--- src/source/eth_pkg.sv ---
package eth_pkg;

    ////////////////////
    // cfg bus map

    localparam int CFG_ADDR_W = 5;

    localparam logic [CFG_ADDR_W-1:0] REG_CTRL   = 5'd0;
    localparam logic [CFG_ADDR_W-1:0] REG_TX_LEN = 5'd1;
    localparam logic [CFG_ADDR_W-1:0] REG_STATUS = 5'd2; // read clears rx overflow
    localparam logic [CFG_ADDR_W-1:0] REG_RX_LEN = 5'd3;

    localparam int CTRL_EN_TX_BIT     = 0;
    localparam int CTRL_EN_RX_BIT     = 1;
    localparam int CTRL_RX_IRQ_EN_BIT = 2;

    localparam int STATUS_TX_BUSY_BIT = 0;
    localparam int STATUS_RX_OVF_BIT  = 1;

    ////////////////////
    // frame constants

    localparam int LEN_W = 16; // byte counts, tx and rx

    localparam int         PREAMBLE_BYTES = 7;
    localparam logic [7:0] PREAMBLE_VAL   = 8'h55; // dibits 01 01 01 01
    localparam logic [7:0] SFD_BYTE       = 8'hD5; // closing dibit is 11

    localparam int RX_FIFO_DEPTH = 8; // words
    localparam int RX_FIFO_PTR_W = $clog2(RX_FIFO_DEPTH);

    ////////////////////
    // state machines

    typedef enum logic [1:0] {
        TX_IDLE,
        TX_PREAMBLE,
        TX_SFD,
        TX_DATA
    } tx_state_e;

    typedef enum logic [1:0] {
        RX_IDLE,
        RX_HUNT,  // waiting for the 11 dibit
        RX_DATA
    } rx_state_e;

endpackage

--- src/source/eth_regs.sv ---
module eth_regs
    import eth_pkg::*;
(
    input  logic                  sys_clk_i,
    input  logic                  reset_i,
    input  logic [CFG_ADDR_W-1:0] cfg_addr_i,
    input  logic [31:0]           cfg_data_i,
    input  logic                  cfg_valid_i,
    input  logic                  cfg_rwn_i,
    output logic                  cfg_ready_o,
    output logic [31:0]           cfg_data_o,
    input  logic                  tx_busy_i,
    input  logic [LEN_W-1:0]      rx_len_i,
    input  logic                  rx_len_valid_i,
    input  logic                  rx_ovf_i,
    output logic                  en_tx_o,
    output logic                  en_rx_o,
    output logic                  rx_irq_en_o,
    output logic [LEN_W-1:0]      tx_len_o,
    output logic                  tx_start_o,
    output logic                  rx_ovf_clr_o
);

    logic             cfg_wr;
    logic             cfg_rd;
    logic             tx_len_wr;
    logic [LEN_W-1:0] rx_len_q;  // length of the last received frame
    logic [31:0]      rd_data;

    assign cfg_wr    = cfg_valid_i & ~cfg_rwn_i;
    assign cfg_rd    = cfg_valid_i & cfg_rwn_i;
    assign tx_len_wr = cfg_wr && (cfg_addr_i == REG_TX_LEN) && !tx_busy_i; // dropped while busy

    // fifo samples the clear at the same edge the status word is captured
    assign rx_ovf_clr_o = cfg_rd && (cfg_addr_i == REG_STATUS);

    ////////////////////
    // read mux

    always_comb begin
        rd_data = '0;
        case (cfg_addr_i)
            REG_CTRL: begin
                rd_data[CTRL_EN_TX_BIT]     = en_tx_o;
                rd_data[CTRL_EN_RX_BIT]     = en_rx_o;
                rd_data[CTRL_RX_IRQ_EN_BIT] = rx_irq_en_o;
            end
            REG_TX_LEN: rd_data[LEN_W-1:0] = tx_len_o;
            REG_STATUS: begin
                rd_data[STATUS_TX_BUSY_BIT] = tx_busy_i;
                rd_data[STATUS_RX_OVF_BIT]  = rx_ovf_i;
            end
            REG_RX_LEN: rd_data[LEN_W-1:0] = rx_len_q;
            default: ;                            // unmapped reads as zero
        endcase
    end

    always_ff @(posedge sys_clk_i) begin
        if (reset_i) begin
            cfg_ready_o <= 1'b0;
            en_tx_o     <= 1'b0;
            en_rx_o     <= 1'b0;
            rx_irq_en_o <= 1'b0;
            tx_start_o  <= 1'b0;
        end else begin
            cfg_ready_o <= cfg_valid_i;           // every access answers next cycle
            tx_start_o  <= tx_len_wr & en_tx_o;   // single cycle kick to the fetcher
            if (cfg_wr && (cfg_addr_i == REG_CTRL)) begin
                en_tx_o     <= cfg_data_i[CTRL_EN_TX_BIT];
                en_rx_o     <= cfg_data_i[CTRL_EN_RX_BIT];
                rx_irq_en_o <= cfg_data_i[CTRL_RX_IRQ_EN_BIT];
            end
        end
    end

    always_ff @(posedge sys_clk_i) begin
        if (cfg_rd)         cfg_data_o <= rd_data;
        if (tx_len_wr)      tx_len_o   <= cfg_data_i[LEN_W-1:0];
        if (rx_len_valid_i) rx_len_q   <= rx_len_i;
    end

    ////////////////////
    // checks

    a_ready_follows_valid : assert property (
        @(posedge sys_clk_i) disable iff (reset_i)
        $rose(cfg_ready_o) |-> $past(cfg_valid_i)
    );

endmodule

--- src/source/eth_tx_fetch.sv ---
module eth_tx_fetch
    import eth_pkg::*;
(
    input  logic             sys_clk_i,
    input  logic             reset_i,
    input  logic             tx_start_i,
    input  logic [LEN_W-1:0] tx_len_i,
    input  logic [31:0]      data_tx_i,
    input  logic             data_tx_valid_i,
    input  logic             tx_byte_ready_i,
    output logic             data_tx_ready_o,
    output logic [7:0]       tx_byte_o,
    output logic             tx_byte_valid_o,
    output logic             tx_byte_last_o
);

    logic [LEN_W-1:0] remain_q;   // bytes still to hand over
    logic [31:0]      word_q;     // shifts right, current byte at the bottom
    logic [1:0]       byte_idx_q;
    logic             word_vld_q;
    logic             word_take;
    logic             byte_take;

    assign data_tx_ready_o = (remain_q != '0) && !word_vld_q; // refill only when empty
    assign word_take       = data_tx_ready_o && data_tx_valid_i;
    assign byte_take       = tx_byte_valid_o && tx_byte_ready_i;

    assign tx_byte_valid_o = word_vld_q;
    assign tx_byte_o       = word_q[7:0];
    assign tx_byte_last_o  = (remain_q == LEN_W'(1));

    always_ff @(posedge sys_clk_i) begin
        if (reset_i) begin
            remain_q   <= '0;
            byte_idx_q <= '0;
            word_vld_q <= 1'b0;
        end else begin
            if (tx_start_i) begin
                remain_q <= tx_len_i;
            end else if (byte_take) begin
                remain_q <= remain_q - LEN_W'(1);
            end

            if (word_take) begin
                word_vld_q <= 1'b1;
                byte_idx_q <= '0;
            end else if (byte_take) begin
                byte_idx_q <= byte_idx_q + 2'd1;
                // word used up, or frame done and the upper bytes are dropped
                if (byte_idx_q == 2'd3 || tx_byte_last_o)
                    word_vld_q <= 1'b0;
            end
        end
    end

    always_ff @(posedge sys_clk_i) begin
        if (word_take)
            word_q <= data_tx_i;
        else if (byte_take)
            word_q <= word_q >> 8;                // low byte first
    end

endmodule

--- src/source/eth_rmii_tx.sv ---
module eth_rmii_tx
    import eth_pkg::*;
(
    input  logic       sys_clk_i,
    input  logic       reset_i,
    input  logic [7:0] tx_byte_i,
    input  logic       tx_byte_valid_i,
    input  logic       tx_byte_last_i,
    output logic       tx_byte_ready_o,
    output logic       tx_busy_o,
    output logic [1:0] phy_txd,
    output logic       phy_tx_en
);

    tx_state_e  state_q;
    logic [7:0] shift_q;    // byte on the wire, dibit 0 at the bottom
    logic [1:0] dibit_q;
    logic [2:0] pre_cnt_q;
    logic       last_q;     // byte now on the wire closes the frame
    logic       byte_end;
    logic       pre_done;

    assign byte_end = (dibit_q == 2'd3);
    assign pre_done = (pre_cnt_q == 3'(PREAMBLE_BYTES - 1));

    // next byte is pulled during the final dibit of the current one
    assign tx_byte_ready_o = byte_end &&
                             ((state_q == TX_SFD) || (state_q == TX_DATA && !last_q));
    assign tx_busy_o = (state_q != TX_IDLE);
    assign phy_txd   = shift_q[1:0];

    always_ff @(posedge sys_clk_i) begin
        if (reset_i) begin
            state_q   <= TX_IDLE;
            phy_tx_en <= 1'b0;
            dibit_q   <= '0;
            pre_cnt_q <= '0;
            last_q    <= 1'b0;
        end else begin
            dibit_q <= (state_q == TX_IDLE) ? 2'd0 : dibit_q + 2'd1;
            case (state_q)
                TX_IDLE: begin
                    pre_cnt_q <= '0;
                    if (tx_byte_valid_i) begin    // first byte waiting, start the frame
                        state_q   <= TX_PREAMBLE;
                        phy_tx_en <= 1'b1;
                    end
                end
                TX_PREAMBLE: begin
                    if (byte_end) begin
                        pre_cnt_q <= pre_cnt_q + 3'd1;
                        if (pre_done) state_q <= TX_SFD;
                    end
                end
                TX_SFD: begin
                    if (byte_end) begin
                        state_q <= TX_DATA;
                        last_q  <= tx_byte_last_i;
                    end
                end
                TX_DATA: begin
                    if (byte_end) begin
                        if (last_q) begin
                            state_q   <= TX_IDLE;
                            phy_tx_en <= 1'b0;
                        end else begin
                            last_q <= tx_byte_last_i;
                        end
                    end
                end
                default: state_q <= TX_IDLE;
            endcase
        end
    end

    always_ff @(posedge sys_clk_i) begin
        if (state_q == TX_IDLE)
            shift_q <= PREAMBLE_VAL;              // preload first preamble byte
        else if (!byte_end)
            shift_q <= shift_q >> 2;
        else if (state_q == TX_PREAMBLE)
            shift_q <= pre_done ? SFD_BYTE : PREAMBLE_VAL;
        else
            shift_q <= tx_byte_i;
    end

    a_no_tx_en_in_idle : assert property (
        @(posedge sys_clk_i) disable iff (reset_i)
        phy_tx_en |-> (state_q != TX_IDLE)
    );

endmodule

--- src/source/eth_rmii_rx.sv ---
module eth_rmii_rx
    import eth_pkg::*;
(
    input  logic       sys_clk_i,
    input  logic       reset_i,
    input  logic       en_rx_i,
    input  logic [1:0] phy_rxd,
    input  logic       phy_crs_dv,
    output logic [7:0] rx_byte_o,
    output logic       rx_byte_valid_o,
    output logic       rx_frame_end_o
);

    rx_state_e  state_q;
    logic [7:0] shift_q;    // dibits enter at the top, low pair first
    logic [1:0] dibit_q;

    // after the fourth shift the register holds the whole byte
    assign rx_byte_o = shift_q;

    always_ff @(posedge sys_clk_i) begin
        if (reset_i) begin
            state_q         <= RX_IDLE;
            dibit_q         <= '0;
            rx_byte_valid_o <= 1'b0;
            rx_frame_end_o  <= 1'b0;
        end else begin
            rx_byte_valid_o <= 1'b0;
            rx_frame_end_o  <= 1'b0;
            if (!en_rx_i) begin
                state_q <= RX_IDLE;               // wire ignored entirely
            end else begin
                case (state_q)
                    RX_IDLE: begin
                        if (phy_crs_dv) state_q <= RX_HUNT;
                    end
                    RX_HUNT: begin
                        dibit_q <= '0;
                        if (!phy_crs_dv)
                            state_q <= RX_IDLE;   // carrier lost before sfd
                        else if (phy_rxd == 2'b11)
                            state_q <= RX_DATA;
                    end
                    RX_DATA: begin
                        if (!phy_crs_dv) begin
                            state_q        <= RX_IDLE;
                            rx_frame_end_o <= 1'b1;
                        end else begin
                            dibit_q         <= dibit_q + 2'd1;
                            rx_byte_valid_o <= (dibit_q == 2'd3);
                        end
                    end
                    default: state_q <= RX_IDLE;
                endcase
            end
        end
    end

    always_ff @(posedge sys_clk_i) begin
        if (state_q == RX_DATA)
            shift_q <= {phy_rxd, shift_q[7:2]};
    end

endmodule

--- src/source/eth_rx_pack.sv ---
module eth_rx_pack
    import eth_pkg::*;
(
    input  logic             sys_clk_i,
    input  logic             reset_i,
    input  logic [7:0]       rx_byte_i,
    input  logic             rx_byte_valid_i,
    input  logic             rx_frame_end_i,
    input  logic             rx_irq_en_i,
    output logic [31:0]      rx_word_o,
    output logic [1:0]       rx_word_bytes_o,
    output logic             rx_word_push_o,
    output logic [LEN_W-1:0] rx_len_o,
    output logic             rx_len_valid_o,
    output logic             eth_rx_event_o
);

    logic [31:0]      word_q;
    logic [1:0]       fill_q;  // bytes already in word_q
    logic [LEN_W-1:0] len_q;   // running byte count of the frame

    // word_q stays put for a few cycles after a push, bytes are 4 clocks apart
    assign rx_word_o = word_q;

    always_ff @(posedge sys_clk_i) begin
        if (reset_i) begin
            fill_q         <= '0;
            len_q          <= '0;
            rx_word_push_o <= 1'b0;
            rx_len_valid_o <= 1'b0;
            eth_rx_event_o <= 1'b0;
        end else begin
            rx_word_push_o <= 1'b0;
            rx_len_valid_o <= 1'b0;
            eth_rx_event_o <= 1'b0;
            if (rx_byte_valid_i) begin
                fill_q         <= fill_q + 2'd1;
                len_q          <= len_q + LEN_W'(1);
                rx_word_push_o <= (fill_q == 2'd3);   // full word
            end else if (rx_frame_end_i) begin
                fill_q         <= '0;
                len_q          <= '0;
                rx_word_push_o <= (fill_q != 2'd0);   // flush partial word
                rx_len_valid_o <= 1'b1;
                eth_rx_event_o <= rx_irq_en_i;
            end
        end
    end

    always_ff @(posedge sys_clk_i) begin
        if (rx_byte_valid_i) begin
            word_q[8*fill_q +: 8] <= rx_byte_i;
            rx_word_bytes_o       <= 2'd3;
        end else if (rx_frame_end_i) begin
            rx_word_bytes_o <= fill_q - 2'd1;       // count minus one
            rx_len_o        <= len_q;
        end
    end

endmodule

--- src/source/eth_rx_fifo.sv ---
module eth_rx_fifo
    import eth_pkg::*;
(
    input  logic        sys_clk_i,
    input  logic        reset_i,
    input  logic [31:0] rx_word_i,
    input  logic [1:0]  rx_word_bytes_i,
    input  logic        rx_word_push_i,
    input  logic        data_rx_ready_i,
    input  logic        rx_ovf_clr_i,
    output logic [31:0] data_rx_o,
    output logic [1:0]  data_rx_bytes_o,
    output logic        data_rx_valid_o,
    output logic        rx_ovf_o
);

    logic [33:0]              mem_q [RX_FIFO_DEPTH]; // {bytes, word}
    logic [RX_FIFO_PTR_W-1:0] wr_ptr_q;
    logic [RX_FIFO_PTR_W-1:0] rd_ptr_q;
    logic [RX_FIFO_PTR_W:0]   count_q;
    logic                     full;
    logic                     push_ok;
    logic                     pop;

    assign full    = (count_q == (RX_FIFO_PTR_W + 1)'(RX_FIFO_DEPTH));
    assign push_ok = rx_word_push_i && !full;          // push into full fifo is lost
    assign pop     = data_rx_valid_o && data_rx_ready_i;

    assign data_rx_valid_o               = (count_q != '0);
    assign {data_rx_bytes_o, data_rx_o}  = mem_q[rd_ptr_q];

    always_ff @(posedge sys_clk_i) begin
        if (reset_i) begin
            wr_ptr_q <= '0;
            rd_ptr_q <= '0;
            count_q  <= '0;
            rx_ovf_o <= 1'b0;
        end else begin
            if (push_ok) wr_ptr_q <= wr_ptr_q + 1'b1;  // depth is a power of two
            if (pop)     rd_ptr_q <= rd_ptr_q + 1'b1;
            case ({push_ok, pop})
                2'b10:   count_q <= count_q + 1'b1;
                2'b01:   count_q <= count_q - 1'b1;
                default: ;
            endcase
            if (rx_word_push_i && full)
                rx_ovf_o <= 1'b1;                      // sticky, set wins over clear
            else if (rx_ovf_clr_i)
                rx_ovf_o <= 1'b0;
        end
    end

    always_ff @(posedge sys_clk_i) begin
        if (push_ok) mem_q[wr_ptr_q] <= {rx_word_bytes_i, rx_word_i};
    end

    a_count_in_range : assert property (
        @(posedge sys_clk_i) disable iff (reset_i)
        count_q <= (RX_FIFO_PTR_W + 1)'(RX_FIFO_DEPTH)
    );

endmodule

--- src/source/eth_mac_top.sv ---
module eth_mac_top
    import eth_pkg::*;
(
    input  logic                  sys_clk_i,
    input  logic                  reset_i,
    input  logic [CFG_ADDR_W-1:0] cfg_addr_i,
    input  logic [31:0]           cfg_data_i,
    input  logic                  cfg_valid_i,
    input  logic                  cfg_rwn_i,
    output logic                  cfg_ready_o,
    output logic [31:0]           cfg_data_o,
    input  logic [31:0]           data_tx_i,
    input  logic                  data_tx_valid_i,
    output logic                  data_tx_ready_o,
    output logic [31:0]           data_rx_o,
    output logic [1:0]            data_rx_bytes_o,
    output logic                  data_rx_valid_o,
    input  logic                  data_rx_ready_i,
    output logic [1:0]            phy_txd,
    output logic                  phy_tx_en,
    input  logic [1:0]            phy_rxd,
    input  logic                  phy_crs_dv,
    output logic                  eth_rx_event_o
);

    logic             en_tx;
    logic             en_rx;
    logic             rx_irq_en;
    logic [LEN_W-1:0] tx_len;
    logic             tx_start;
    logic             tx_busy;
    logic [7:0]       tx_byte;
    logic             tx_byte_valid;
    logic             tx_byte_last;
    logic             tx_byte_ready;
    logic [7:0]       rx_byte;
    logic             rx_byte_valid;
    logic             rx_frame_end;
    logic [31:0]      rx_word;
    logic [1:0]       rx_word_bytes;
    logic             rx_word_push;
    logic [LEN_W-1:0] rx_len;
    logic             rx_len_valid;
    logic             rx_ovf;
    logic             rx_ovf_clr;

    eth_regs u_regs (
        .sys_clk_i      (sys_clk_i),
        .reset_i        (reset_i),
        .cfg_addr_i     (cfg_addr_i),
        .cfg_data_i     (cfg_data_i),
        .cfg_valid_i    (cfg_valid_i),
        .cfg_rwn_i      (cfg_rwn_i),
        .cfg_ready_o    (cfg_ready_o),
        .cfg_data_o     (cfg_data_o),
        .tx_busy_i      (tx_busy),
        .rx_len_i       (rx_len),
        .rx_len_valid_i (rx_len_valid),
        .rx_ovf_i       (rx_ovf),
        .en_tx_o        (en_tx),
        .en_rx_o        (en_rx),
        .rx_irq_en_o    (rx_irq_en),
        .tx_len_o       (tx_len),
        .tx_start_o     (tx_start),
        .rx_ovf_clr_o   (rx_ovf_clr)
    );

    ////////////////////
    // transmit path

    eth_tx_fetch u_tx_fetch (
        .sys_clk_i       (sys_clk_i),
        .reset_i         (reset_i),
        .tx_start_i      (tx_start),
        .tx_len_i        (tx_len),
        .data_tx_i       (data_tx_i),
        .data_tx_valid_i (data_tx_valid_i),
        .tx_byte_ready_i (tx_byte_ready),
        .data_tx_ready_o (data_tx_ready_o),
        .tx_byte_o       (tx_byte),
        .tx_byte_valid_o (tx_byte_valid),
        .tx_byte_last_o  (tx_byte_last)
    );

    eth_rmii_tx u_rmii_tx (
        .sys_clk_i       (sys_clk_i),
        .reset_i         (reset_i),
        .tx_byte_i       (tx_byte),
        .tx_byte_valid_i (tx_byte_valid),
        .tx_byte_last_i  (tx_byte_last),
        .tx_byte_ready_o (tx_byte_ready),
        .tx_busy_o       (tx_busy),
        .phy_txd         (phy_txd),
        .phy_tx_en       (phy_tx_en)
    );

    ////////////////////
    // receive path

    eth_rmii_rx u_rmii_rx (
        .sys_clk_i       (sys_clk_i),
        .reset_i         (reset_i),
        .en_rx_i         (en_rx),
        .phy_rxd         (phy_rxd),
        .phy_crs_dv      (phy_crs_dv),
        .rx_byte_o       (rx_byte),
        .rx_byte_valid_o (rx_byte_valid),
        .rx_frame_end_o  (rx_frame_end)
    );

    eth_rx_pack u_rx_pack (
        .sys_clk_i       (sys_clk_i),
        .reset_i         (reset_i),
        .rx_byte_i       (rx_byte),
        .rx_byte_valid_i (rx_byte_valid),
        .rx_frame_end_i  (rx_frame_end),
        .rx_irq_en_i     (rx_irq_en),
        .rx_word_o       (rx_word),
        .rx_word_bytes_o (rx_word_bytes),
        .rx_word_push_o  (rx_word_push),
        .rx_len_o        (rx_len),
        .rx_len_valid_o  (rx_len_valid),
        .eth_rx_event_o  (eth_rx_event_o)
    );

    eth_rx_fifo u_rx_fifo (
        .sys_clk_i       (sys_clk_i),
        .reset_i         (reset_i),
        .rx_word_i       (rx_word),
        .rx_word_bytes_i (rx_word_bytes),
        .rx_word_push_i  (rx_word_push),
        .data_rx_ready_i (data_rx_ready_i),
        .rx_ovf_clr_i    (rx_ovf_clr),
        .data_rx_o       (data_rx_o),
        .data_rx_bytes_o (data_rx_bytes_o),
        .data_rx_valid_o (data_rx_valid_o),
        .rx_ovf_o        (rx_ovf)
    );

endmodule

--- config.mk ---
export PLATFORM = sky130hd
export DESIGN_NAME = eth_mac_top
export DESIGN_NICKNAME = d
export VERILOG_FILES = /design/src/source/eth_pkg.sv /design/src/source/eth_regs.sv /design/src/source/eth_tx_fetch.sv /design/src/source/eth_rmii_tx.sv /design/src/source/eth_rmii_rx.sv /design/src/source/eth_rx_pack.sv /design/src/source/eth_rx_fifo.sv /design/src/source/eth_mac_top.sv
export SDC_FILE = /design/constraint.sdc
export NUM_CORES = 1
export LEC_CHECK = 0
export ABC_AREA = 1
export BUFFER_PORTS_ARGS = -buffer_cell sky130_fd_sc_hd__clkbuf_2
export CAP_MARGIN = 20
export CORE_MARGIN = 2
export CORE_UTILIZATION = 25
export DETAILED_ROUTE_END_ITERATION = 7
export PLACE_DENSITY_LB_ADDON = 0.08
export SYNTH_ARGS = -nofsm -noshare
export SYNTH_HDL_FRONTEND = slang
export SYNTH_SLANG_ARGS = --single-unit
--- constraint.sdc ---
create_clock -name sys_clk_i -period 2.87 [get_ports sys_clk_i]
set_clock_uncertainty 0.15 [all_clocks]
set_input_delay 0.574 -clock sys_clk_i [delete_from_list [all_inputs] [get_ports sys_clk_i]]
set_output_delay 0.574 -clock sys_clk_i [all_outputs]
set_load 0.05 [all_outputs]
Word level (Yosys, flattened, before mapping)
Memories as Yosys holds them, arrays and structs flattened. A register that Yosys moved wholly into a read port is not among the register bits.
Cells that the tools add are included.
{"block": "classes", "add_sub_neg": 13, "n_bitwise": 10, "shifts": 2, "mux": 53, "reduce_logical": 51, "n_eq_ne": 28}
{"operator": "$mux W16", "n": 4}
{"operator": "$mux W32", "n": 2}
{"operator": "$neg A5 Y34", "n": 1}
{"operator": "$shift A8 B34 Y32 const A", "n": 1}
{"operator": "$shiftx A8 B34 Y32", "n": 1}
{"operator": "$bwmux W32", "n": 1}
{"operator": "$mux W2", "n": 13}
{"operator": "$pmux W13 S2", "n": 1}
{"operator": "$reduce_bool A2 Y1", "n": 12}
{"operator": "$eq A2 B2 Y1 const B", "n": 9}
{"operator": "$mux W1", "n": 17}
{"operator": "$add A16 B1 Y16 const B", "n": 1}
{"operator": "$eq A16 B1 Y1 const B", "n": 1}
{"operator": "$mux W8", "n": 2}
{"operator": "$pmux W2 S4", "n": 2}
{"operator": "$reduce_bool A16 Y1", "n": 1}
{"operator": "$sub A16 B1 Y16 const B", "n": 1}
{"operator": "$logic_and A1 B1 Y1", "n": 12}
{"operator": "$eq A5 B2 Y1 const B", "n": 2}
{"operator": "$ne A2 B1 Y1 const B", "n": 5}
{"operator": "$reduce_or A2 Y1", "n": 5}
{"operator": "$add A3 B1 Y3 const B", "n": 3}
{"operator": "$mux W3", "n": 3}
{"operator": "$reduce_and A3 Y1", "n": 3}
{"operator": "other kinds (29)", "n": 54}
{"block": "word_totals", "reg_bits": 217, "word_cells": 194, "n_memories": 1, "ram_bits": 272}
{"name": "u_rx_fifo.mem_q", "depth": 8, "width": 34, "read_ports": 1, "rd_ports_with_merged_regs": 1, "wr": 1, "line": "eth_rx_fifo.sv:17", "rtl": "logic [33:0] mem_q [RX_FIFO_DEPTH];"}

Depth between registers and ports, before layout
Gate-level depths: netlist of run 1.
{"block": "logic_depth", "depth_word": 7, "depth_mapped": 14, "depth_no_buf": 14}

Hierarchy
From an unflattened synthesis of run 1, not the netlist that was laid out.
{"block": "hier_totals", "hier_cells": 1817, "area_unflattened_um2": 20515.9}
{"module": "eth_rx_fifo", "cells_per_inst": 864, "area_each_um2": 11317.1, "instances": 1, "seq_area_each_um2": 8448.1}
{"module": "eth_rx_pack", "cells_per_inst": 288, "area_each_um2": 2902.8, "instances": 1, "seq_area_each_um2": 1901.8}
{"module": "eth_tx_fetch", "cells_per_inst": 340, "area_each_um2": 2653.8, "instances": 1, "seq_area_each_um2": 1341.3}
{"module": "eth_regs", "cells_per_inst": 166, "area_each_um2": 2260.9, "instances": 1, "seq_area_each_um2": 1541.5}
{"module": "eth_rmii_tx", "cells_per_inst": 117, "area_each_um2": 883.3, "instances": 1, "seq_area_each_um2": 340.3}
{"module": "eth_rmii_rx", "cells_per_inst": 42, "area_each_um2": 498.0, "instances": 1, "seq_area_each_um2": 360.3}

Worst setup path after synthesis of run 1
Ideal clock, no wire load.
{"block": "synth_path", "kind": "register to register", "from": "reg u_rx_fifo.count_q[0]", "to": "mem u_rx_fifo.mem_q[0][0], enable pin", "t_arrival_ps": 2307, "path_stages_with_launch": 7, "t_required_ps": 2295, "period_less_slack_ps": 2882, "path_buffers": 0, "setup_slack_ps": -12, "path_cell_list": "dfxtp_1 -> nor2_1 -> nand3_1 -> nand2_1 -> inv_1 -> nand2_1 -> nor2_1"}
{"block": "synth_between", "elab_chain_len": 5}
{"element": "start, declared", "line": "eth_rx_fifo.sv:20", "rtl": "logic [RX_FIFO_PTR_W:0] count_q;"}
{"element": "start signal, assigned", "line": "eth_rx_fifo.sv:42", "rtl": "2'b10: count_q <= count_q + 1'b1;"}
{"element": "start signal, assigned", "line": "eth_rx_fifo.sv:43", "rtl": "2'b01: count_q <= count_q - 1'b1;"}
{"element": "$eq A4 B4 Y1", "line": "eth_rx_fifo.sv:25", "rtl": "assign full = (count_q == (RX_FIFO_PTR_W + 1)'(RX_FIFO_DEPTH));"}
{"element": "$logic_not A1 Y1", "line": "eth_rx_fifo.sv:26", "rtl": "assign push_ok = rx_word_push_i && !full;"}
{"element": "$logic_and A1 B1 Y1", "line": "eth_rx_fifo.sv:26"}
{"element": "$mux W1", "line": "eth_rx_fifo.sv:54", "rtl": "if (push_ok) mem_q[wr_ptr_q] <= {rx_word_bytes_i, rx_word_i};"}
{"element": "$mux W1 (implied by the code)", "line": "eth_rx_fifo.sv:54"}
{"element": "end, declared", "line": "eth_rx_fifo.sv:17"}
No other way between the ends.

==> impl_metrics.tcl, run 1 <==
set metrics [dict create \
    ys_top_cells_by_area "edfxtp_1 (62%), dfxtp_1 (8.5%), nor2_1 (6.6%)" \
    crit_required_ps 2150 \
    syn-cell-area_um2 19800 \
    worst_pin_slew_ps 733 \
    start_kind "flip-flop" \
    ys_seq_area_share_pct 70.3 \
    grt_pass1_vias 13405 \
    grt_use_total_pct 13.5 \
    fin_util_pct 31.9 \
    avgRoutedWirePerCell_um 18.5 \
    grt_antenna_before_repair 2 \
    drc 0 \
    final_nets 2041 \
    avgSynthCellArea_um2 11.3 \
    ys.flop_type "edfxtp_1" \
    firstDrtPassIters 5 \
    whs_ps 60.9 \
    synth-seq-cells 492 \
    crit_top_cell "nor2_1" \
    finalCriticalPeriod_ps 2950 \
    clock.fmax_ghz 0.339 \
    diodes 0 \
    power_density_nw_per_um2 791 \
    cts_root_buf "clkbuf_16" \
    dieArea_um2 81600 \
    cts_tree "yes" \
    r2r_slack_ps 500 \
    syn_to_final_growth_pct 26.7 \
    die_width_um 286 \
    final_cells 3036 \
    leakage_nw 9.03 \
    synth_top_area_cell "edfxtp_1" \
    place_congestion 0.743 \
    core_area_um2 78700 \
    wl_um 56200 \
    cts_buffer_depth 3 \
    hold_path.class "in -> reg" \
    drv_cap 0 \
    finalSetupViolCount 18 \
    routed-via-count 13140 \
    avgViaCountPerCell 4.33 \
    yosys.cell_types.count 42 \
    yosys_warnings 0 \
    fillerInstances 7970 \
    final.setup.tns_ps -602 \
    drive_gt1_share_pct 17.8 \
    cpMaxStageDelayCell "dfxtp_4" \
    setup_ws_ps -79.8 \
    io-pin-count 151 \
    p_total_mw 19.9 \
    synth_edf_count 408 \
    drt_iter0_markers 729 \
    cts.sinks 492 \
    crit_path_max_incr_delay_ps 360 \
    die_h_um 286 \
    ys_async_sr_fraction_pct 0 \
    grt_pass1_wl_um 83600 \
    crit_arrival_ps 2230 \
    htree_levels 2 \
    crit_family "buffers and inverters" \
    cp_max_fo 13 \
    worstPathCellList "buf_12 > clkinv_16 > buf_16 > nor2_1 > o22ai_1 > nor2_1 > a31oi_2 > clkbuf_8" \
    clk_pin_slew_ps 60 \
    path_class "reg -> out" \
    finalHoldViolCount 0 \
    ir_worst_vdd_uv 580 \
    overflow 0 \
    grt_max_degree 45 \
    outcome "finished, violations left" \
    cp_num_buf_inv 4 \
    synth_top_cell_area_share_pct 61.8 \
    rsz0062_at_grt "yes" \
    fin_crit_sh_pct 103 \
    dpl.hpwl_um 30800 \
    end_kind "primary output" \
    rows 103 \
    start_util_pct 25.2 \
    cts_buffers 57 \
    portBuffers 118 \
    clk_latency_ps 650 \
    violations "setup timing" \
    slew_violations 0 \
    syn-instance-count 1748 \
    dp_cells 2878 \
    ant_nets 0 \
    maxSlewHeadroom_pct 51.1 \
]
-- layout make-up --
class / count / area, µm² / share of cell area (%)
inverter: 129 / 513 / 2.04
clock inverter: 32 / 295 / 1.18
tap: 1050 / 1310 / 5.23
clock buffer: 74 / 1520 / 6.05
timing repair buffer: 209 / 2350 / 9.34
sequential: 492 / 13900 / 55.5
multi-input combinational: 1050 / 5190 / 20.7
-- synth_stat cells (4+ instances only) --
| cell | n |
|---|---|
| a21oi_1 | 55 |
| a31oi_1 | 38 |
| buf_2 | 17 |
| buf_4 | 28 |
| buf_6 | 5 |
| clkbuf_1 | 39 |
| dfxtp_1 | 84 |
| edfxtp_1 | 408 |
| ha_1 | 24 |
| inv_1 | 123 |
| inv_2 | 5 |
| nand2_1 | 211 |
| nand2_2 | 4 |
| nand3_1 | 66 |
| nand4_1 | 7 |
| nor2_1 | 347 |
| nor2_2 | 15 |
| nor3_1 | 16 |
| o21ai_0 | 178 |
| o21ai_1 | 4 |
| o22ai_1 | 40 |
| xor2_1 | 7 |
-- worst min-delay path: stages --
cell and delay (ps):
clkbuf_2 90, inv_1 60, nor2_1 40
-- through the flow --
stage / instance area, µm² / worst slack, ps
after CTS: 24800 / -149
final: 25100 / -79.8
after detailed placement: 21800 / 318
after global placement: 21800 / 300
after floorplan: 19900 / -11.8
after global routing: 25100 / -190
-- flip-flops by register name, indices dropped and copies added (netlist names), 4 cells and up, named ones only --
name / count
u_rx_pack.rx_len_o: 16
u_tx_fetch.word_q: 32
u_regs.tx_len_o: 16
u_rx_fifo.count_q: 4
u_rx_pack.len_q: 16
u_tx_fetch.remain_q: 16
u_regs.cfg_data_o: 16
u_rx_pack.rx_word_o: 32
u_rmii_rx.rx_byte_o: 8
u_regs.rx_len_q: 16
u_rx_fifo.mem_q: 272
u_rmii_tx.shift_q: 8
-- timing repair --
| action | CTS | global route |
|---|---|---|
| buffers inserted | 7 | 8 |
| endpoints found under the setup margin | 35 | 35 |
| pin swaps | 5 | 17 |
| hold endpoints to repair | 19 | 0 |
| cloned | 11 | 8 |
| hold buffers | 19 | 0 |
| gates resized for setup | 139 | 99 |
-- kinds of logic after synthesis --
family | share of synthesized area (%)
AND/OR/NAND/NOR | 13.9
flip-flops | 70.3
AO/OA/AOI/OAI | 8.85
buffers and inverters | 5.02
adder cells (fa/ha/maj) | 1.51
XOR/XNOR | 0.398
other | 0.0189
-- routing by layer --
| metal | global-route usage, % | routed length, µm |
|---|---|---|
| met5 | 0 | 24 |
| met4 | 2.98 | 791 |
| met3 | 2.67 | 2500 |
| met2 | 23.0 | 27000 |
| met1 | 17.7 | 25800 |
-- worst paths after layout --
kind	startpoint	to	cells after the start
max	flip-flop	data_rx_o[2]	8
max reg2reg	u_rx_fifo.count_q[0]	u_rx_fifo.count_q[2]	13
min	cfg_valid_i	u_regs.cfg_ready_o	3
min reg2reg	u_rmii_tx.dibit_q[0]	u_rmii_tx.dibit_q[0]	1
-- report_power, final --
group | switching, mW | internal, mW | leakage (nW) | total, mW
logic | 3.02 | 2.07 | 3.76 | 5.09
registers | 0.0594 | 7.71 | 4.39 | 7.77
clock network | 3.01 | 4.02 | 0.881 | 7.03
total | 6.09 | 13.8 | 9.03 | 19.9
-- cells in the final DEF (no fill, tap or decap), drive strengths merged --
master	synthesis	routed
a32oi	1	1
a311oi	1	1
xnor2	2	2
clkbuf	41	188
clkinv	1	29
nand3b	1	1
o21a	1	1
dfxtp	84	84
nand3	66	66
and3	1	1
o21ai	182	182
and2	1	1
clkinvlp	0	2
a211oi	2	2
inv	128	127
o22ai	40	40
edfxtp	408	408
dlygate4sd3	0	19
bufinv	0	3
xor2	7	7
bufbuf	0	2
a22oi	2	2
a21oi	56	56
conb	1	16
or2	1	1
nor4	2	2
a31oi	38	38
nor3	16	16
ha	24	24
nand4	7	7
nor2	364	364
nand2	217	217
buf	51	74
o221ai	1	1
nor3b	1	1
(Power assumes the default switching activity.)
==> inputs of run 2 (changes only) <==
--- a/config.mk
+++ b/config.mk
@@ -10,3 +10,3 @@
 export CAP_MARGIN = 20
-export CORE_MARGIN = 2
+export CORE_MARGIN = 8
 export CORE_UTILIZATION = 25
@@ -17 +17,2 @@
 export SYNTH_SLANG_ARGS = --single-unit
+export TNS_END_PERCENT = 100
==> constraint.sdc (replaced) <==
create_clock -name sys_clk_i -period 2.87 [get_ports sys_clk_i]
set_clock_uncertainty 0.15 [all_clocks]
set_input_delay 0.287 -clock sys_clk_i [delete_from_list [all_inputs] [get_ports sys_clk_i]]
set_output_delay 0.287 -clock sys_clk_i [all_outputs]
set_load 0.05 [all_outputs]
==> impl_metrics.tcl, run 2 (synthesized netlist as in run 1, its figures left out) <==
set metrics [dict create \
    worstPathCellList "buf_12 > o21ai_0 > o22ai_1 > nor2_1 > a31oi_1 > clkbuf_4" \
    drc 0 \
    clk_latency_ps 620 \
    cpMaxStageDelayCell "dfxtp_4" \
    cp_num_buf_inv 2 \
    crit_required_ps 2430 \
    clock.fmax_ghz 0.361 \
    avgViaCountPerCell 4.26 \
    syn_to_final_growth_pct 23.6 \
    grt_pass1_vias 13447 \
    cts_buffers 59 \
    drive_gt1_share_pct 14.8 \
    overflow 0 \
    dieArea_um2 88600 \
    rows 103 \
    cts_tree "yes" \
    whs_ps 91.8 \
    final_cell_mix "edfxtp_1 (408), nor2_1 (339), nand2_1 (211), o21ai_0 (178), inv_1 (123)" \
    cp_max_fo 59 \
    finalSetupViolCount 0 \
    end_kind "primary output" \
    htree_levels 2 \
    drv_cap 0 \
    finalHoldViolCount 0 \
    path_class "reg -> out" \
    crit_cells 6 \
    r2r-end "u_rx_fifo.count_q[2]" \
    fillerInstances 8044 \
    hold_end "u_regs.tx_start_o" \
    top_register "u_rx_fifo.mem_q" \
    power.switching_mw 5.67 \
    grt_max_degree 60 \
    cts.sinks 492 \
    fin_crit_sh_pct 96.6 \
    avgRoutedWirePerCell_um 17.4 \
    wl_um 52900 \
    fin_util_pct 31.1 \
    grt_use_total_pct 11.7 \
    crit_path_max_incr_delay_ps 420 \
    portBuffers 118 \
    finalCriticalPeriod_ps 2770 \
    comb_power_share_pct 18.8 \
    grt_pass1_wl_um 81900 \
    switching_share_pct 29.9 \
    largest_reg_flops 272 \
    crit_family "buffers and inverters" \
    ir_worst_vdd_uv 466 \
    start_kind "flip-flop" \
    seq_power_share_pct 41.1 \
    slew_violations 0 \
    grt_antenna_before_repair 1 \
    die_width_um 298 \
    crit_arrival_ps 2340 \
    firstDrtPassIters 4 \
    cts_root_buf "clkbuf_16" \
    clk_pin_slew_ps 60 \
    r2r_start "u_rx_fifo.count_q[0]" \
    cts_setup_buffers 0 \
    internal-power_mw 13.3 \
    outcome "completed" \
    hp-start "cfg_addr_i[4]" \
    hold_path.class "in -> reg" \
    worst_pin_slew_ps 791 \
    place_congestion 0.738 \
    r2r.worst_path.cells 13 \
    dpl.hpwl_um 32200 \
    rsz0062_at_grt "yes" \
    core_area_um2 78700 \
    r2r_slack_ps 580 \
    cts_buffer_depth 3 \
    io-pin-count 151 \
    ant_nets 0 \
    final_nets 2046 \
    pwr-share-clk_pct 40.2 \
    die_h_um 298 \
    leakage_nw 8.81 \
    final_common_cell "edfxtp_1" \
    drt_iter0_markers 611 \
    power_density_nw_per_um2 773 \
    routed-via-count 12980 \
    maxSlewHeadroom_pct 47.2 \
    diodes 0 \
    start_util_pct 25.2 \
    min_path_cells 5 \
]
[run 2: changes by cell type in the layout (fill, tap and decap cells not counted), sizes merged, moves of 3 or more]
cell         change
buf             -30
clkbuf           -3
clkinvlp         +3
bufinv           +4
dlygate4sd3     +36
[run 2: layer usage]
| metal | vias up | track usage (%) | share of wire, % |
|---|---|---|---|
| li1 | 6436 | - | - |
| met1 | 6246 | 15.1 | 46 |
| met2 | 224 | 19.8 | 48 |
| met3 | 72 | 2.48 | 4.3 |
| met4 | 2 | 2.96 | 1.9 |
| met5 | - | 0 | 0.023 |
[run 2: through the flow]
stage / total power [mW] / setup TNS [ps] / instance area (µm²) / worst slack [ps] / std cells
after floorplan: 10.4 / -1600 / 19900 / -11.8 / 1763
after global placement: 11.4 / 0 / 21800 / 529 / 2878
after detailed placement: 11.4 / 0 / 21800 / 513 / 2878
after CTS: 19.3 / -9.94 / 24500 / -8.43 / 3044
after global routing: 19.9 / -225 / 24500 / -55.0 / 3044
final: 18.9 / 0 / 24500 / 97.2 / 3044
[run 2: how the worst max path moves through the flow]
| stage | from | to | slack, ps |
|---|---|---|---|
| after floorplan | u_rx_fifo.count_q[0] | u_rx_fifo.mem_q[0][0] | -10 |
| after global placement | flip-flop | data_rx_o[6] | 530 |
| after detailed placement | flip-flop | data_rx_o[6] | 510 |
| after CTS | flip-flop | data_rx_o[4] | -8 |
| after global routing | flip-flop | data_rx_o[1] | -60 |
| final | flip-flop | data_rx_bytes_o[1] | 100 |
[run 2: cell type report]
| class | count | area [µm²] | share of cell area, % |
|---|---|---|---|
| sequential | 492 | 13900 | 56.9 |
| multi-input combinational | 1050 | 5040 | 20.6 |
| timing repair buffer | 212 | 1700 | 6.94 |
| clock buffer | 72 | 1580 | 6.43 |
| tap | 1050 | 1310 | 5.36 |
| inverter | 129 | 492 | 2.01 |
| clock inverter | 39 | 442 | 1.80 |
[run 2: what timing repair did]
item | 4_1_cts | 5_1_grt
setup endpoints to repair | 25 | 22
hold buffers | 55 | 0
hold endpoints to repair | 69 | 0
gates resized for setup | 14 | 18
[run 2: worst min-delay path, cell delays in order]
cell      delay (ps)
clkbuf_2         100
nor2_1            60
nand3_1           60
buf_4            230
nor4_1            70
[run 2: power groups by stage]
stage | Sequential, mW | Combinational (mW) | Clock (mW)
detailed placement | 7.92 | 3.52 | 0
floorplan | 7.92 | 2.44 | 0
global route | 7.78 | 3.92 | 8.18
global placement | 7.91 | 3.52 | 0
finish | 7.78 | 3.56 | 7.61
CTS | 7.77 | 3.63 | 7.91
==> inputs of run 3 (changes only) <==
- CELL_PAD_IN_SITES_DETAIL_PLACEMENT: not set -> 1
- CELL_PAD_IN_SITES_GLOBAL_PLACEMENT: not set -> 1
- CORE_UTILIZATION: 25 -> 43
==> impl_metrics.tcl, run 3 (synthesized netlist as in run 1, its figures left out) <==
set metrics [dict create \
    outcome "completed" \
    fillerInstances 4823 \
    crit_arrival_ps 2350 \
    firstDrtPassIters 4 \
    cp_max_fo 20 \
    leakage_nw 8.63 \
    io-pin-count 151 \
    grt_pass1_vias 14271 \
    cpMaxStageDelayCell "dfxtp_4" \
    wl_um 49800 \
    power_density_nw_per_um2 767 \
    cts_root_buf "clkbuf_16" \
    grt_pass1_wl_um 78200 \
    htree_levels 2 \
    portBuffers 118 \
    dieArea_um2 53200 \
    start_kind "flip-flop" \
    die_width_um 231 \
    die_h_um 231 \
    drv_cap 0 \
    finalCriticalPeriod_ps 2790 \
    cts_tree "yes" \
    clk_pin_slew_ps 70 \
    final_cell_mix "edfxtp_1 (408), nor2_1 (339), nand2_1 (211), o21ai_0 (178), inv_1 (123)" \
    cts_setup_buffers 0 \
    final_common_cell "edfxtp_1" \
    rows 78 \
    rsz0062_at_grt "no" \
    slew_violations 0 \
    grt_max_degree 69 \
    worstPathCellList "clkinv_4 > buf_4 > o21ai_0 > o22ai_1 > nor2_1 > a31oi_1 > clkbuf_2" \
    whs_ps 61.9 \
    hold_path.class "in -> reg" \
    fin_util_pct 51.7 \
    core_area_um2 45500 \
    place_congestion 0.771 \
    maxSlewHeadroom_pct 43.1 \
    routed-via-count 13323 \
    fin_crit_sh_pct 97.3 \
    cts_buffer_depth 3 \
    crit_path_max_incr_delay_ps 390 \
    final_nets 2028 \
    crit_required_ps 2430 \
    drive_gt1_share_pct 13.6 \
    avgRoutedWirePerCell_um 19.4 \
    overflow 0 \
    grt_antenna_before_repair 1 \
    drc 0 \
    path_class "reg -> out" \
    worst_pin_slew_ps 848 \
    finalHoldViolCount 0 \
    end_kind "primary output" \
    top_register "u_rx_fifo.mem_q" \
    finalSetupViolCount 0 \
    start_util_pct 43.6 \
    final.setup.tns_ps 0 \
    syn_to_final_growth_pct 18.6 \
    largest_reg_flops 272 \
    dpl.hpwl_um 29000 \
    cts_buffers 51 \
    drt_iter0_markers 660 \
    clk_latency_ps 590 \
    avgViaCountPerCell 5.19 \
    ant_nets 0 \
    p_total_mw 18.0 \
    clock.fmax_ghz 0.358 \
    cts.sinks 492 \
    grt_use_total_pct 18.5 \
    ir_worst_vdd_uv 536 \
]
[run 3: cell types whose count changed in the layout (fill, tap and decap cells not counted), sizes merged]
cell	change
buf	-11
bufbuf	+1
bufinv	-1
clkbuf	-2
clkinv	-6
clkinvlp	-5
diode	+1
dlygate4sd3	-1
inv	-1
[run 3: report_power, final]
group          total [mW]  switching (mW)  internal [mW]
logic                3.44            2.50          0.942
registers            7.78          0.0732           7.70
clock network        6.81            2.77           4.04
[run 3: path summary, 6_finish.rpt]
check,from,to,slack (ps),cells after the start
max reg2reg,u_rx_fifo.count_q[0],u_rx_fifo.count_q[2],540,13
max,flip-flop,data_rx_o[6],80,7
min reg2reg,u_rx_pack.rx_len_o[2],u_regs.rx_len_q[2],270,0
min,cfg_addr_i[4],u_regs.tx_len_o[1],60,4
[run 3: worst max-delay path, delay by kind of cell, from the launching register on]
kind | cells | cell delay (ps)
simple gates | 1 | 60
flops | 1 | 390
buf+inv | 3 | 750
compound gates | 3 | 550
[run 3: timing repair]
action / in CTS / in global routing
pin swaps: 0 / 0
gates resized for setup: 5 / 11
setup endpoints to repair: 5 / 7
hold buffers: 54 / 0
endpoints found under the hold margin: 61 / 0
cloned: 1 / 0
[run 3: cell type report]
cell class	instances	area (µm²)	area share, %
Timing Repair Buffer	202	1590	6.76
Tap cell	600	751	3.19
Inverter	129	489	2.08
Multi-Input combinational cell	1050	5020	21.3
Antenna cell	1	2.50	0.0106
Clock buffer	69	1440	6.10
Clock inverter	26	290	1.23
Sequential cell	492	13900	59.3
[run 3: through the flow]
step	instances	setup WS, ps	instance area, µm²
5_1_grt	2569	0.602	23500
6_report	2569	78.4	23500
4_1_cts	2568	16.1	23500
3_3_place_gp	2418	619	21200
3_5_place_dp	2418	542	21200
2_1_floorplan	1763	-11.8	19900
[run 3: layer usage]
metal	part of all wire, %	global-route usage [%]
met1	43	23.0
met2	51	33.0
met3	4.1	3.24
met4	1.9	5.15
met5	0	0
